## src/rv_core_consts.svh

```systemverilog
`ifndef RV_CORE_CONSTS_SVH
`define RV_CORE_CONSTS_SVH

`define RV_RESET_PC 32'h3000_0000
`define RV_REG_COUNT 16

// Machine CSR numbers
`define RV_CSR_MSTATUS 12'h300
`define RV_CSR_MTVEC 12'h305
`define RV_CSR_MEPC 12'h341
`define RV_CSR_MCAUSE 12'h342

`endif

```

## src/rv_core_pkg.sv

```systemverilog
package rv_core_pkg;

	// One instruction word read through the four base formats
	typedef union packed {
		struct packed {
			logic [6:0] funct7;
			logic [4:0] rs2;
			logic [4:0] rs1;
			logic [2:0] funct3;
			logic [4:0] rd;
			logic [6:0] opcode;
		} r_fmt;
		struct packed {
			logic [11:0] imm;
			logic [4:0]  rs1;
			logic [2:0]  funct3;
			logic [4:0]  rd;
			logic [6:0]  opcode;
		} i_fmt;
		struct packed {
			logic [6:0] imm_hi;
			logic [4:0] rs2;
			logic [4:0] rs1;
			logic [2:0] funct3;
			logic [4:0] imm_lo;
			logic [6:0] opcode;
		} s_fmt;
		struct packed {
			logic [19:0] imm;
			logic [4:0]  rd;
			logic [6:0]  opcode;
		} u_fmt;
	} inst_word_u;

	typedef enum logic [3:0] {
		op_lui, op_auipc, op_jal, op_jalr, op_beq, op_lw, op_sw,
		op_addi, op_add, op_csrrw, op_csrrs, op_ecall, op_mret, op_illegal
	} op_kind_e;

	typedef struct packed {
		op_kind_e    kind;
		logic [3:0]  rd;
		logic [3:0]  rs1;
		logic [3:0]  rs2;
		logic [31:0] imm;
		logic [11:0] csr_addr;
		logic        reg_wen;
	} dec_t;

	typedef struct packed {
		logic [31:0] addr;
		logic [31:0] wdata;
		logic [3:0]  wstrb;
		logic        write;
	} mem_req_t;

	typedef struct packed {
		logic [31:0] rdata;
	} mem_rsp_t;

	typedef struct packed {
		logic [31:0] pc;
		logic [3:0]  rd;
		logic [31:0] wdata;
		logic        wen;
	} retire_t;

endpackage

```

## src/rv_core.sv

```systemverilog
`timescale 1ns/1ps
`include "rv_core_consts.svh"

module rv_core (
	input  logic                  clock,
	input  logic                  rst_n,
	output rv_core_pkg::mem_req_t imem_req,
	output logic                  imem_req_valid,
	input  rv_core_pkg::mem_rsp_t imem_rsp,
	input  logic                  imem_rsp_valid,
	output rv_core_pkg::mem_req_t dmem_req,
	output logic                  dmem_req_valid,
	input  rv_core_pkg::mem_rsp_t dmem_rsp,
	input  logic                  dmem_rsp_valid,
	output rv_core_pkg::retire_t  retire,
	output logic                  retire_valid
);
	import rv_core_pkg::*;

	localparam logic [1:0] st_fetch = 2'd0;
	localparam logic [1:0] st_wait  = 2'd1;
	localparam logic [1:0] st_exec  = 2'd2;

	logic [1:0]  state;
	logic [31:0] pc;
	logic [31:0] snpc;
	logic [31:0] dnpc;
	inst_word_u  inst;
	dec_t        dec;
	logic        exec_first;
	logic        mem_ready;
	logic        is_mem;
	logic [31:0] src1;
	logic [31:0] src2;
	logic [31:0] alu_val;
	logic [31:0] redirect_pc;
	logic        take_redirect;
	logic [31:0] csr_rdata;
	logic [31:0] trap_pc;
	logic        trap_taken;
	logic [31:0] load_val;
	logic        lsu_done;
	logic [31:0] wb_val;

	assign snpc = pc + 32'd4;
	assign dnpc = trap_taken ? trap_pc : take_redirect ? redirect_pc : snpc;

	assign imem_req = '{addr: pc, wdata: '0, wstrb: 4'h0, write: 1'b0};

	assign is_mem = dec.kind == op_lw || dec.kind == op_sw;
	// Memory ops retire the cycle after the data response
	assign retire_valid = state == st_exec && (is_mem ? mem_ready : exec_first);

	always_ff @(posedge clock or negedge rst_n) begin
		if (!rst_n) begin
			state          <= st_fetch;
			pc             <= `RV_RESET_PC;
			imem_req_valid <= 1'b0;
			exec_first     <= 1'b0;
			mem_ready      <= 1'b0;
		end else begin
			imem_req_valid <= 1'b0;
			exec_first     <= 1'b0;
			mem_ready      <= lsu_done;
			case (state)
				st_fetch: begin
					imem_req_valid <= 1'b1;
					state          <= st_wait;
				end
				st_wait: begin
					if (imem_rsp_valid) begin
						exec_first <= 1'b1;
						state      <= st_exec;
					end
				end
				st_exec: begin
					// Next fetch is strobed straight from the retire edge
					if (retire_valid) begin
						pc             <= dnpc;
						imem_req_valid <= 1'b1;
						state          <= st_wait;
					end
				end
				default: state <= st_fetch;
			endcase
		end
	end

	always_ff @(posedge clock) begin
		if (state == st_wait && imem_rsp_valid)
			inst <= imem_rsp.rdata;
	end

	always_comb begin
		case (dec.kind)
			op_lw:              wb_val = load_val;
			op_jal, op_jalr:    wb_val = snpc;
			op_csrrw, op_csrrs: wb_val = csr_rdata;
			default:            wb_val = alu_val;
		endcase
	end

	assign retire = '{pc: pc, rd: dec.rd, wdata: wb_val, wen: dec.reg_wen};

	rv_decoder u_decoder (
		.inst (inst),
		.dec  (dec)
	);

	rv_execute u_execute (
		.dec           (dec),
		.pc            (pc),
		.src1          (src1),
		.src2          (src2),
		.alu_val       (alu_val),
		.redirect_pc   (redirect_pc),
		.take_redirect (take_redirect)
	);

	rv_regfile u_regfile (
		.clock  (clock),
		.rst_n  (rst_n),
		.raddr1 (dec.rs1),
		.raddr2 (dec.rs2),
		.rdata1 (src1),
		.rdata2 (src2),
		.we     (retire_valid && dec.reg_wen),
		.waddr  (dec.rd),
		.wdata  (wb_val)
	);

	rv_csr_file u_csr_file (
		.clock      (clock),
		.rst_n      (rst_n),
		.dec        (dec),
		.src1       (src1),
		.pc         (pc),
		.commit     (retire_valid),
		.csr_rdata  (csr_rdata),
		.trap_taken (trap_taken),
		.trap_pc    (trap_pc)
	);

	rv_lsu u_lsu (
		.clock          (clock),
		.rst_n          (rst_n),
		.start          (exec_first),
		.dec            (dec),
		.addr           (alu_val),
		.store_data     (src2),
		.dmem_req       (dmem_req),
		.dmem_req_valid (dmem_req_valid),
		.dmem_rsp       (dmem_rsp),
		.dmem_rsp_valid (dmem_rsp_valid),
		.load_val       (load_val),
		.done           (lsu_done)
	);

endmodule

```

## src/rv_csr_file.sv

```systemverilog
`timescale 1ns/1ps
`include "rv_core_consts.svh"

module rv_csr_file (
	input  logic              clock,
	input  logic              rst_n,
	input  rv_core_pkg::dec_t dec,
	input  logic [31:0]       src1,
	input  logic [31:0]       pc,
	input  logic              commit,
	output logic [31:0]       csr_rdata,
	output logic              trap_taken,
	output logic [31:0]       trap_pc
);
	import rv_core_pkg::*;

	logic [31:0] mstatus;
	logic [31:0] mtvec;
	logic [31:0] mepc;
	logic [31:0] mcause;
	logic [31:0] csr_wdata;
	logic        csr_we;
	logic        trap_enter;

	always_comb begin
		case (dec.csr_addr)
			`RV_CSR_MSTATUS: csr_rdata = mstatus;
			`RV_CSR_MTVEC:   csr_rdata = mtvec;
			`RV_CSR_MEPC:    csr_rdata = mepc;
			`RV_CSR_MCAUSE:  csr_rdata = mcause;
			default:         csr_rdata = '0;
		endcase
	end

	assign csr_we    = commit && (dec.kind == op_csrrw || dec.kind == op_csrrs);
	assign csr_wdata = (dec.kind == op_csrrw) ? src1 : (csr_rdata | src1);

	assign trap_enter = dec.kind == op_ecall || dec.kind == op_illegal;
	assign trap_taken = trap_enter || dec.kind == op_mret;
	// Direct mode only
	assign trap_pc    = (dec.kind == op_mret) ? mepc : {mtvec[31:2], 2'b00};

	always_ff @(posedge clock or negedge rst_n) begin
		if (!rst_n) begin
			mstatus <= 32'h0000_1800;
			mtvec   <= '0;
			mepc    <= '0;
			mcause  <= '0;
		end else if (commit && trap_enter) begin
			mepc        <= pc;
			mcause      <= (dec.kind == op_ecall) ? 32'd11 : 32'd2;
			// MIE saved into MPIE
			mstatus[7]  <= mstatus[3];
			mstatus[3]  <= 1'b0;
		end else if (commit && dec.kind == op_mret) begin
			mstatus[3]  <= mstatus[7];
			mstatus[7]  <= 1'b1;
		end else if (csr_we) begin
			case (dec.csr_addr)
				`RV_CSR_MSTATUS: mstatus <= csr_wdata;
				`RV_CSR_MTVEC:   mtvec   <= csr_wdata;
				`RV_CSR_MEPC:    mepc    <= csr_wdata;
				`RV_CSR_MCAUSE:  mcause  <= csr_wdata;
				default:         mcause  <= mcause;
			endcase
		end
	end

endmodule

```

## src/rv_decoder.sv

```systemverilog
`timescale 1ns/1ps
`include "rv_core_consts.svh"

module rv_decoder (
	input  rv_core_pkg::inst_word_u inst,
	output rv_core_pkg::dec_t       dec
);
	import rv_core_pkg::*;

	logic [6:0]  opcode;
	logic [2:0]  funct3;
	logic [31:0] imm_i;
	logic [31:0] imm_s;
	logic [31:0] imm_b;
	logic [31:0] imm_u;
	logic [31:0] imm_j;
	logic        rd_ok;
	logic        rs1_ok;
	logic        rs2_ok;
	logic        csr_ok;
	op_kind_e    kind;

	assign opcode = inst.r_fmt.opcode;
	assign funct3 = inst.i_fmt.funct3;

	assign imm_i = {{20{inst.i_fmt.imm[11]}}, inst.i_fmt.imm};
	assign imm_s = {{20{inst.s_fmt.imm_hi[6]}}, inst.s_fmt.imm_hi, inst.s_fmt.imm_lo};
	// B and J are the S and U layouts with scrambled bits
	assign imm_b = {{19{inst.s_fmt.imm_hi[6]}}, inst.s_fmt.imm_hi[6], inst.s_fmt.imm_lo[0],
		inst.s_fmt.imm_hi[5:0], inst.s_fmt.imm_lo[4:1], 1'b0};
	assign imm_u = {inst.u_fmt.imm, 12'h000};
	assign imm_j = {{11{inst.u_fmt.imm[19]}}, inst.u_fmt.imm[19], inst.u_fmt.imm[7:0],
		inst.u_fmt.imm[8], inst.u_fmt.imm[18:9], 1'b0};

	// Only x0 to x15 exist
	assign rd_ok  = inst.r_fmt.rd < `RV_REG_COUNT;
	assign rs1_ok = inst.r_fmt.rs1 < `RV_REG_COUNT;
	assign rs2_ok = inst.r_fmt.rs2 < `RV_REG_COUNT;
	assign csr_ok = inst.i_fmt.imm inside {`RV_CSR_MSTATUS, `RV_CSR_MTVEC,
		`RV_CSR_MEPC, `RV_CSR_MCAUSE};

	always_comb begin
		kind = op_illegal;
		case (opcode)
			7'b0110111: if (rd_ok) kind = op_lui;
			7'b0010111: if (rd_ok) kind = op_auipc;
			7'b1101111: if (rd_ok) kind = op_jal;
			7'b1100111: if (funct3 == 3'b000 && rd_ok && rs1_ok) kind = op_jalr;
			7'b1100011: if (funct3 == 3'b000 && rs1_ok && rs2_ok) kind = op_beq;
			7'b0000011: if (funct3 == 3'b010 && rd_ok && rs1_ok) kind = op_lw;
			7'b0100011: if (funct3 == 3'b010 && rs1_ok && rs2_ok) kind = op_sw;
			7'b0010011: if (funct3 == 3'b000 && rd_ok && rs1_ok) kind = op_addi;
			7'b0110011: begin
				if (funct3 == 3'b000 && inst.r_fmt.funct7 == 7'h00 && rd_ok && rs1_ok && rs2_ok)
					kind = op_add;
			end
			7'b1110011: begin
				if (funct3 == 3'b001 && rd_ok && rs1_ok && csr_ok)
					kind = op_csrrw;
				else if (funct3 == 3'b010 && rd_ok && rs1_ok && csr_ok)
					kind = op_csrrs;
				else if (inst == 32'h0000_0073)
					kind = op_ecall;
				else if (inst == 32'h3020_0073)
					kind = op_mret;
			end
			default: kind = op_illegal;
		endcase
	end

	always_comb begin
		dec.kind     = kind;
		dec.rd       = inst.r_fmt.rd[3:0];
		dec.rs1      = inst.r_fmt.rs1[3:0];
		dec.rs2      = inst.r_fmt.rs2[3:0];
		dec.csr_addr = inst.i_fmt.imm;
		case (kind)
			op_lui, op_auipc: dec.imm = imm_u;
			op_jal:           dec.imm = imm_j;
			op_beq:           dec.imm = imm_b;
			op_sw:            dec.imm = imm_s;
			default:          dec.imm = imm_i;
		endcase
		case (kind)
			op_lui, op_auipc, op_jal, op_jalr, op_lw, op_addi, op_add, op_csrrw, op_csrrs:
				dec.reg_wen = inst.r_fmt.rd != 5'd0;
			default:
				dec.reg_wen = 1'b0;
		endcase
	end

endmodule

```

## src/rv_execute.sv

```systemverilog
`timescale 1ns/1ps

module rv_execute (
	input  rv_core_pkg::dec_t dec,
	input  logic [31:0]       pc,
	input  logic [31:0]       src1,
	input  logic [31:0]       src2,
	output logic [31:0]       alu_val,
	output logic [31:0]       redirect_pc,
	output logic              take_redirect
);
	import rv_core_pkg::*;

	logic        pc_based;
	logic [31:0] op_a;
	logic [31:0] op_b;
	logic [31:0] sum;

	// One adder serves sums, addresses and jump targets
	assign pc_based = dec.kind inside {op_auipc, op_jal, op_beq};
	assign op_a     = pc_based ? pc : src1;
	assign op_b     = (dec.kind == op_add) ? src2 : dec.imm;
	assign sum      = op_a + op_b;

	assign alu_val = (dec.kind == op_lui) ? dec.imm : sum;

	// Bit 0 cleared for jalr and already zero for pc relative targets
	assign redirect_pc = {sum[31:1], 1'b0};

	always_comb begin
		case (dec.kind)
			op_jal, op_jalr: take_redirect = 1'b1;
			op_beq:          take_redirect = src1 == src2;
			default:         take_redirect = 1'b0;
		endcase
	end

endmodule

```

## src/rv_lsu.sv

```systemverilog
`timescale 1ns/1ps

module rv_lsu (
	input  logic                  clock,
	input  logic                  rst_n,
	input  logic                  start,
	input  rv_core_pkg::dec_t     dec,
	input  logic [31:0]           addr,
	input  logic [31:0]           store_data,
	output rv_core_pkg::mem_req_t dmem_req,
	output logic                  dmem_req_valid,
	input  rv_core_pkg::mem_rsp_t dmem_rsp,
	input  logic                  dmem_rsp_valid,
	output logic [31:0]           load_val,
	output logic                  done
);
	import rv_core_pkg::*;

	logic busy;
	logic is_load;
	logic is_store;

	assign is_load  = dec.kind == op_lw;
	assign is_store = dec.kind == op_sw;

	// Word accesses only so the low address bits are dropped
	assign dmem_req_valid = start && (is_load || is_store) && !busy;
	assign dmem_req.addr  = {addr[31:2], 2'b00};
	assign dmem_req.wdata = store_data;
	assign dmem_req.wstrb = is_store ? 4'hf : 4'h0;
	assign dmem_req.write = is_store;

	assign done = busy && dmem_rsp_valid;

	always_ff @(posedge clock or negedge rst_n) begin
		if (!rst_n)
			busy <= 1'b0;
		else if (dmem_req_valid)
			busy <= 1'b1;
		else if (dmem_rsp_valid)
			busy <= 1'b0;
	end

	always_ff @(posedge clock) begin
		if (done && is_load)
			load_val <= dmem_rsp.rdata;
	end

endmodule

```

## src/rv_regfile.sv

```systemverilog
`timescale 1ns/1ps
`include "rv_core_consts.svh"

module rv_regfile (
	input  logic        clock,
	input  logic        rst_n,
	input  logic [3:0]  raddr1,
	input  logic [3:0]  raddr2,
	output logic [31:0] rdata1,
	output logic [31:0] rdata2,
	input  logic        we,
	input  logic [3:0]  waddr,
	input  logic [31:0] wdata
);
	logic [31:0] regs [`RV_REG_COUNT];

	always_ff @(posedge clock or negedge rst_n) begin
		if (!rst_n) begin
			for (int i = 0; i < `RV_REG_COUNT; i++)
				regs[i] <= '0;
		end else if (we && waddr != 4'd0) begin
			regs[waddr] <= wdata;
		end
	end

	assign rdata1 = (raddr1 == 4'd0) ? '0 : regs[raddr1];
	assign rdata2 = (raddr2 == 4'd0) ? '0 : regs[raddr2];

endmodule
```

## config.mk

```make
export PLATFORM = sky130hd
export DESIGN_NAME = rv_core
export DESIGN_NICKNAME = d
export VERILOG_FILES = /design/src/rv_core_pkg.sv /design/src/rv_core.sv /design/src/rv_csr_file.sv /design/src/rv_decoder.sv /design/src/rv_execute.sv /design/src/rv_lsu.sv /design/src/rv_regfile.sv
export VERILOG_INCLUDE_DIRS = /design/src /design/src/src
export SDC_FILE = /design/constraint.sdc
export NUM_CORES = 2
export LEC_CHECK = 0
export CORE_ASPECT_RATIO = 1.1
export CORE_MARGIN = 5
export CORE_UTILIZATION = 52
export DETAILED_ROUTE_END_ITERATION = 6
export DONT_BUFFER_PORTS = 1
export GPL_ROUTABILITY_DRIVEN = 0
export PLACE_DENSITY = 0.65
export SYNTH_ARGS = -nofsm -noshare
export SYNTH_HDL_FRONTEND = slang
export SYNTH_SLANG_ARGS = --single-unit
export TNS_END_PERCENT = 1
```

## constraint.sdc

```tcl
create_clock -name clock -period 10.3 [get_ports clock]
set_input_delay 2.06 -clock clock [delete_from_list [all_inputs] [get_ports clock]]
set_output_delay 2.06 -clock clock [all_outputs]
set_load 0.1 [all_outputs]
```

# Word-level counts from Yosys, hierarchy flattened
# Cells that the tools add are included.
# classes
addsub	2
order_cmp	7
n_eq_ne	37
muxes	63
n_bitwise	6
reduce_logical	60
# op_table
op	n
32-bit two-way mux	22
512-bit bitwise mux	1
32-bit binary-select mux with 4-bit select	2
32-bit demux with 4-bit select	1
32-bit one-hot mux with 4 select lines	1
31-bit one-hot mux with 4 select lines	1
32-bit one-hot mux with 3 select lines	1
4-bit two-way mux	13
12-bit by 10-bit equality test with 1-bit output, second input constant	4
4-bit one-hot mux with 10 select lines	1
32-bit by 3-bit adder with 32-bit output, second input constant	1
32-bit adder	1
32-bit by 30-bit equality test with 1-bit output, second input constant	1
32-bit equality test	1
32-bit by 7-bit equality test with 1-bit output, second input constant	1
32-bit bitwise OR	1
7-bit equality test, second input constant	4
1-bit logical AND	28
4-bit equality test, second input constant	6
7-bit by 6-bit equality test with 1-bit output, second input constant	3
4-bit by 3-bit equality test with 1-bit output, second input constant	4
8-bit two-way mux	2
5-bit greater-or-equal comparator, second input constant	3
5-bit < comparator, second input constant	3
other kinds (33)	69
# totals
ff_bits	742
out_inout_bits	210

# Depth between registers and ports, before layout
# depth
ltp_word	15
ltp_mapped	26
depth_no_buf	21

# Cells and area by module
# Synthesis repeated with hierarchy kept, for this count alone.
# hier_totals
hier_cells	3904
area_unflattened_um2	44011.0
# modules_own_cells
module	n_inst	cells_per_inst	area_per_inst_um2
rv_regfile	1	1820	25700.9
rv_csr_file	1	799	7303.3
rv_core	1	553	4929.7
rv_execute	1	447	3296.9
rv_lsu	1	112	1591.5
rv_decoder	1	173	1188.6

# Least setup slack after synthesis
# Ideal clock, no wire load.
# synth_timing
path_kind	register to output
start	register inst[22] (netlist bit)
end	output port retire[28] (netlist bit)
arrival_ns	10.342
t_required_ns	8.240
slack_ns	-2.102
path_stages_with_launch	21
path_cell_list	edfxtp_1 -> buf_2 -> buf_1 -> inv_1 -> clkbuf_1 -> nor2_1 -> o311ai_0 -> nor2_1 -> nor2_1 -> ha_1 -> a211oi_1 -> o21a_1 -> nor3_1 -> nor2_1 -> o2bb2ai_1 -> a21boi_0 -> xor2_1 -> o21ai_0 -> a21oi_2 -> buf_2 -> inv_1
# synth_lines
element	line	source
from (decl)	rv_core.sv:28	inst_word_u inst;
from (signal assigned)	rv_core.sv:91	inst <= imem_rsp.rdata;
to (decl)	rv_core.sv:15	output rv_core_pkg::retire_t retire,

==> impl_metrics.yaml <==
timing:
  setup_slack_ns: 0.348
  finalCriticalPeriod_ns: 9.95
  finalSetupViolations: 0
  clock_skew_ns: 0.0453
  finalHoldViolCount: 0
  rsz0062_at_grt: "false"
  finalCritPeriodShare_pct: 96.6
  fmax_mhz: 100
  slew_viol_final: 578
  tightest_slew_ns: 5.11
  relSlewSlack_pct: -241
clock_tree:
  clockBufferDepth: 3
  insertion_delay_ns: 0.67
  post_cts_buffers: 0
  clk_pin_slew_worst_paths_ns: 0.06
  cts_buffers: 80
  root_buffer: "clkbuf_16"
  cts_max_level: 3
  cts_sinks: 739
  cts_tree: "yes"
power:
  power.internal_mw: 6.01
  p_leak_nw: 20.5
  pwr-share-seq_pct: 33.1
  swShare_pct: 48.9
  clockPowerShare_pct: 25.2
  vdd_drop_max_uv: 385
  p_sw_mw: 5.75
  comb_power_share_pct: 41.7
  p_per_area_mw_per_mm2: 251
final_layout:
  final_cell_mix: "dfrtp_1, nor2_1, nand2_1"
  drive_above_1_share_pct: 21.1
  layout_commonest_cell: "dfrtp_1"
  finalCoreUtilization_pct: 58.2
  final_nets: 4152
  syn_to_final_growth_pct: 10.5
drt:
  wl_met3_mm: 18.1
  drc_errors: 0
  top_layer_used: "met5"
  wirelength_mm: 157
  dr.pass1.iters: 7
  met1Wirelength_mm: 59.2
  post_drt_wl_per_cell_um: 30.2
  vias: 35200
  drt_iter0_drc: 4859
  dr_wl_met2_mm: 69.2
  drtAntennaViolNets: 0
  via_per_inst: 6.78
placement:
  port_buffers: 0
  dp_slack_ns: 0.833
  dp_hpwl_mm: 104
worst_hold_path:
  min_to: "u_regfile.regs[495]$_DFFE_PN0P_"
  min_from: "u_regfile.regs[495]$_DFFE_PN0P_"
  hold_depth: 0
  hold_path_class: "reg2reg"
worst_setup_path:
  cp.arrival_ns: 7.89
  r2r_slack_ns: 2.58
  crit_chain: "or4_1 > or4_1 > o31a_1 > a211o_1 > xnor2_1 > a21oi_1 > nand2b_1 > nor2_1 > nor2_1 > ha_1 > fa_1 > a21o_1 > nor2b_1 > o31a_1 > or4_1 > a31o_2 > a21oi_1 > o21bai_1 > xor2_2 > a211oi_2 > buf_4 > inv_1 > buf_4"
  critical_path.max_stage_delay_ns: 0.60
  crit_path_end_kind: "output port"
  start_kind: "register"
  crit_family: "simple AND/OR/NAND/NOR gates"
  critPathBufInv: 3
  reg2regPathDepth: 22
  crit_top_cell: "or4_1"
  reg2reg_to: "u_regfile.regs[152]$_DFFE_PN0P_"
  crit_type: "reg2out"
  reg2reg_from: "inst[11]$_DFFE_PP_"
  critPathSlowestCell: "or4_1"
  cp_max_fo: 16
  worstPathRequired_ns: 8.24
die:
  pin_count: 278
  rows: 109
  die_w_um: 282
  initial_utilization_pct: 52.6
  die_h_um: 310
  core-area_mm2: 0.0806
  die_area_mm2: 0.0874
status:
  violations: "max-slew violations"
  outcome: "complete, but fails checks"
logic_synthesis:
  async_flop_share_pct: 91.3
  synth_seq_area_share_pct: 44.3
  yosysWarnings: 0
  synth_top_area_share_pct: 39.6
  synth_edf_count: 64
  ys_seq_elements: 739
  ys_top_cells_by_area: "dfrtp_1, mux4_2, edfxtp_1"
  syn_avg_cell_area_um2: 10.2
  netlist_instances: 4162
  yosys.area.top_type: "dfrtp_1"
  synth_cell_types: 98
  synth-main-ff-cell: "dfrtp_1"
  netlist_area_mm2: 0.0424
flow_run:
  drv_cap: 0
global_routing:
  grt_pass1_wl_mm: 230
  grt_max_degree: 676
  grt_overflow_total: 0
  antenna_found_initial: 24
  grt_pass1_vias: 34300
  grt_use_total_pct: 35.4
[Yosys cell counts, types with 12 or more instances]
cell type	number
nor2b_1	16
clkbuf_1	250
nor2_1	460
xnor2_1	43
nand2b_1	12
edfxtp_1	64
o31ai_1	34
nor3_1	28
inv_1	94
buf_2	100
ha_1	32
or2_2	15
o21ai_0	322
mux2_2	123
o221ai_1	15
dfrtp_1	671
buf_1	17
buf_4	92
and2_1	27
nand3_1	44
a22oi_1	49
mux4_2	217
a31oi_1	45
a222oi_1	29
o22ai_1	17
and3_1	18
nand2_1	424
a21o_1	37
xor2_1	41
nand4_1	17
o211ai_1	14
a221oi_1	51
a21oi_1	336
a22o_1	41
a221o_1	32
nor4_1	20
mux2i_1	115
[sequential cells by signal (all words and copies together), names as in the netlist]
signal and cells:
u_regfile.regs 509, inst 32, pc 32, u_csr_file.mcause 32, u_csr_file.mepc 32, u_csr_file.mstatus 32
u_csr_file.mtvec 32, u_lsu.load_val 32, state 2, exec_first 1, imem_req_valid 1, mem_ready 1
u_lsu.busy 1
[logic make-up after synthesis]
family,after synthesis,share of synthesized area (%)
buffers and inverters,558,6.08
flip-flops,739,44.3
XOR/XNOR,84,1.73
adder cells (fa/ha/maj),33,0.991
multiplexers,458,17.6
AO/OA/AOI/OAI,1153,17.6
AND/OR/NAND/NOR,1136,11.7
other,1,0.00884
[power groups by stage]
stage,sequential (mW),clock [mW],combinational (mW)
after floorplan,3.77,0,3.55
after detailed placement,3.93,0,4.81
after global routing,3.92,3.11,5.07
after CTS,3.88,2.98,4.82
after global placement,3.92,0,4.80
final,3.89,2.96,4.91
[through the flow]
step	instances	cell area [um^2]	TNS (ns)	total power, mW	hold WS (ns)
floorplan	4200	42600	-0.467	7.32	0.425
global placement	5023	44100	0	8.72	0.360
detailed placement	5023	44100	0	8.74	0.363
CTS	5168	46800	0	11.7	0.376
global route	5181	46900	0	12.1	0.385
finish	5189	46900	0	11.8	0.375
[worst max-delay path by stage]
stage,startpoint,endpoint,slack [ns],cells after the start
final,inst[11]$_DFFE_PP_,retire[21],0.35,23
after global routing,inst[11]$_DFFE_PP_,retire[32],0.03,22
after CTS,inst[11]$_DFFE_PP_,retire[29],0.11,21
after detailed placement,inst[11]$_DFFE_PP_,retire[29],0.83,21
after global placement,inst[11]$_DFFE_PP_,retire[29],0.87,22
after floorplan,inst[22]$_DFFE_PP_,retire[24],-0.25,19
[routing by layer]
metal,GRT usage (%),up-vias
li1,-,14900
met5,0,-
met2,53.1,2307
met4,20.0,6
met1,47.0,17400
met3,9.59,549
[what timing repair did]
action | 4_1_cts | 5_1_grt
hold buffers | 0 | 0
gates resized for setup | 0 | 9
setup endpoints to repair | 0 | 9
[area by class of cell]
type,instances,area (um^2)
Fill cell,6823,33700
Sequential cell,739,18900
Inverter,97,364
Timing Repair Buffer,230,2040
Tap cell,1054,1320
Multi-Input combinational cell,2903,21600
Clock inverter,29,314
Antenna cell,21,52.6
Clock buffer,116,2340
Note: power is estimated with default switching activity, not from simulation.
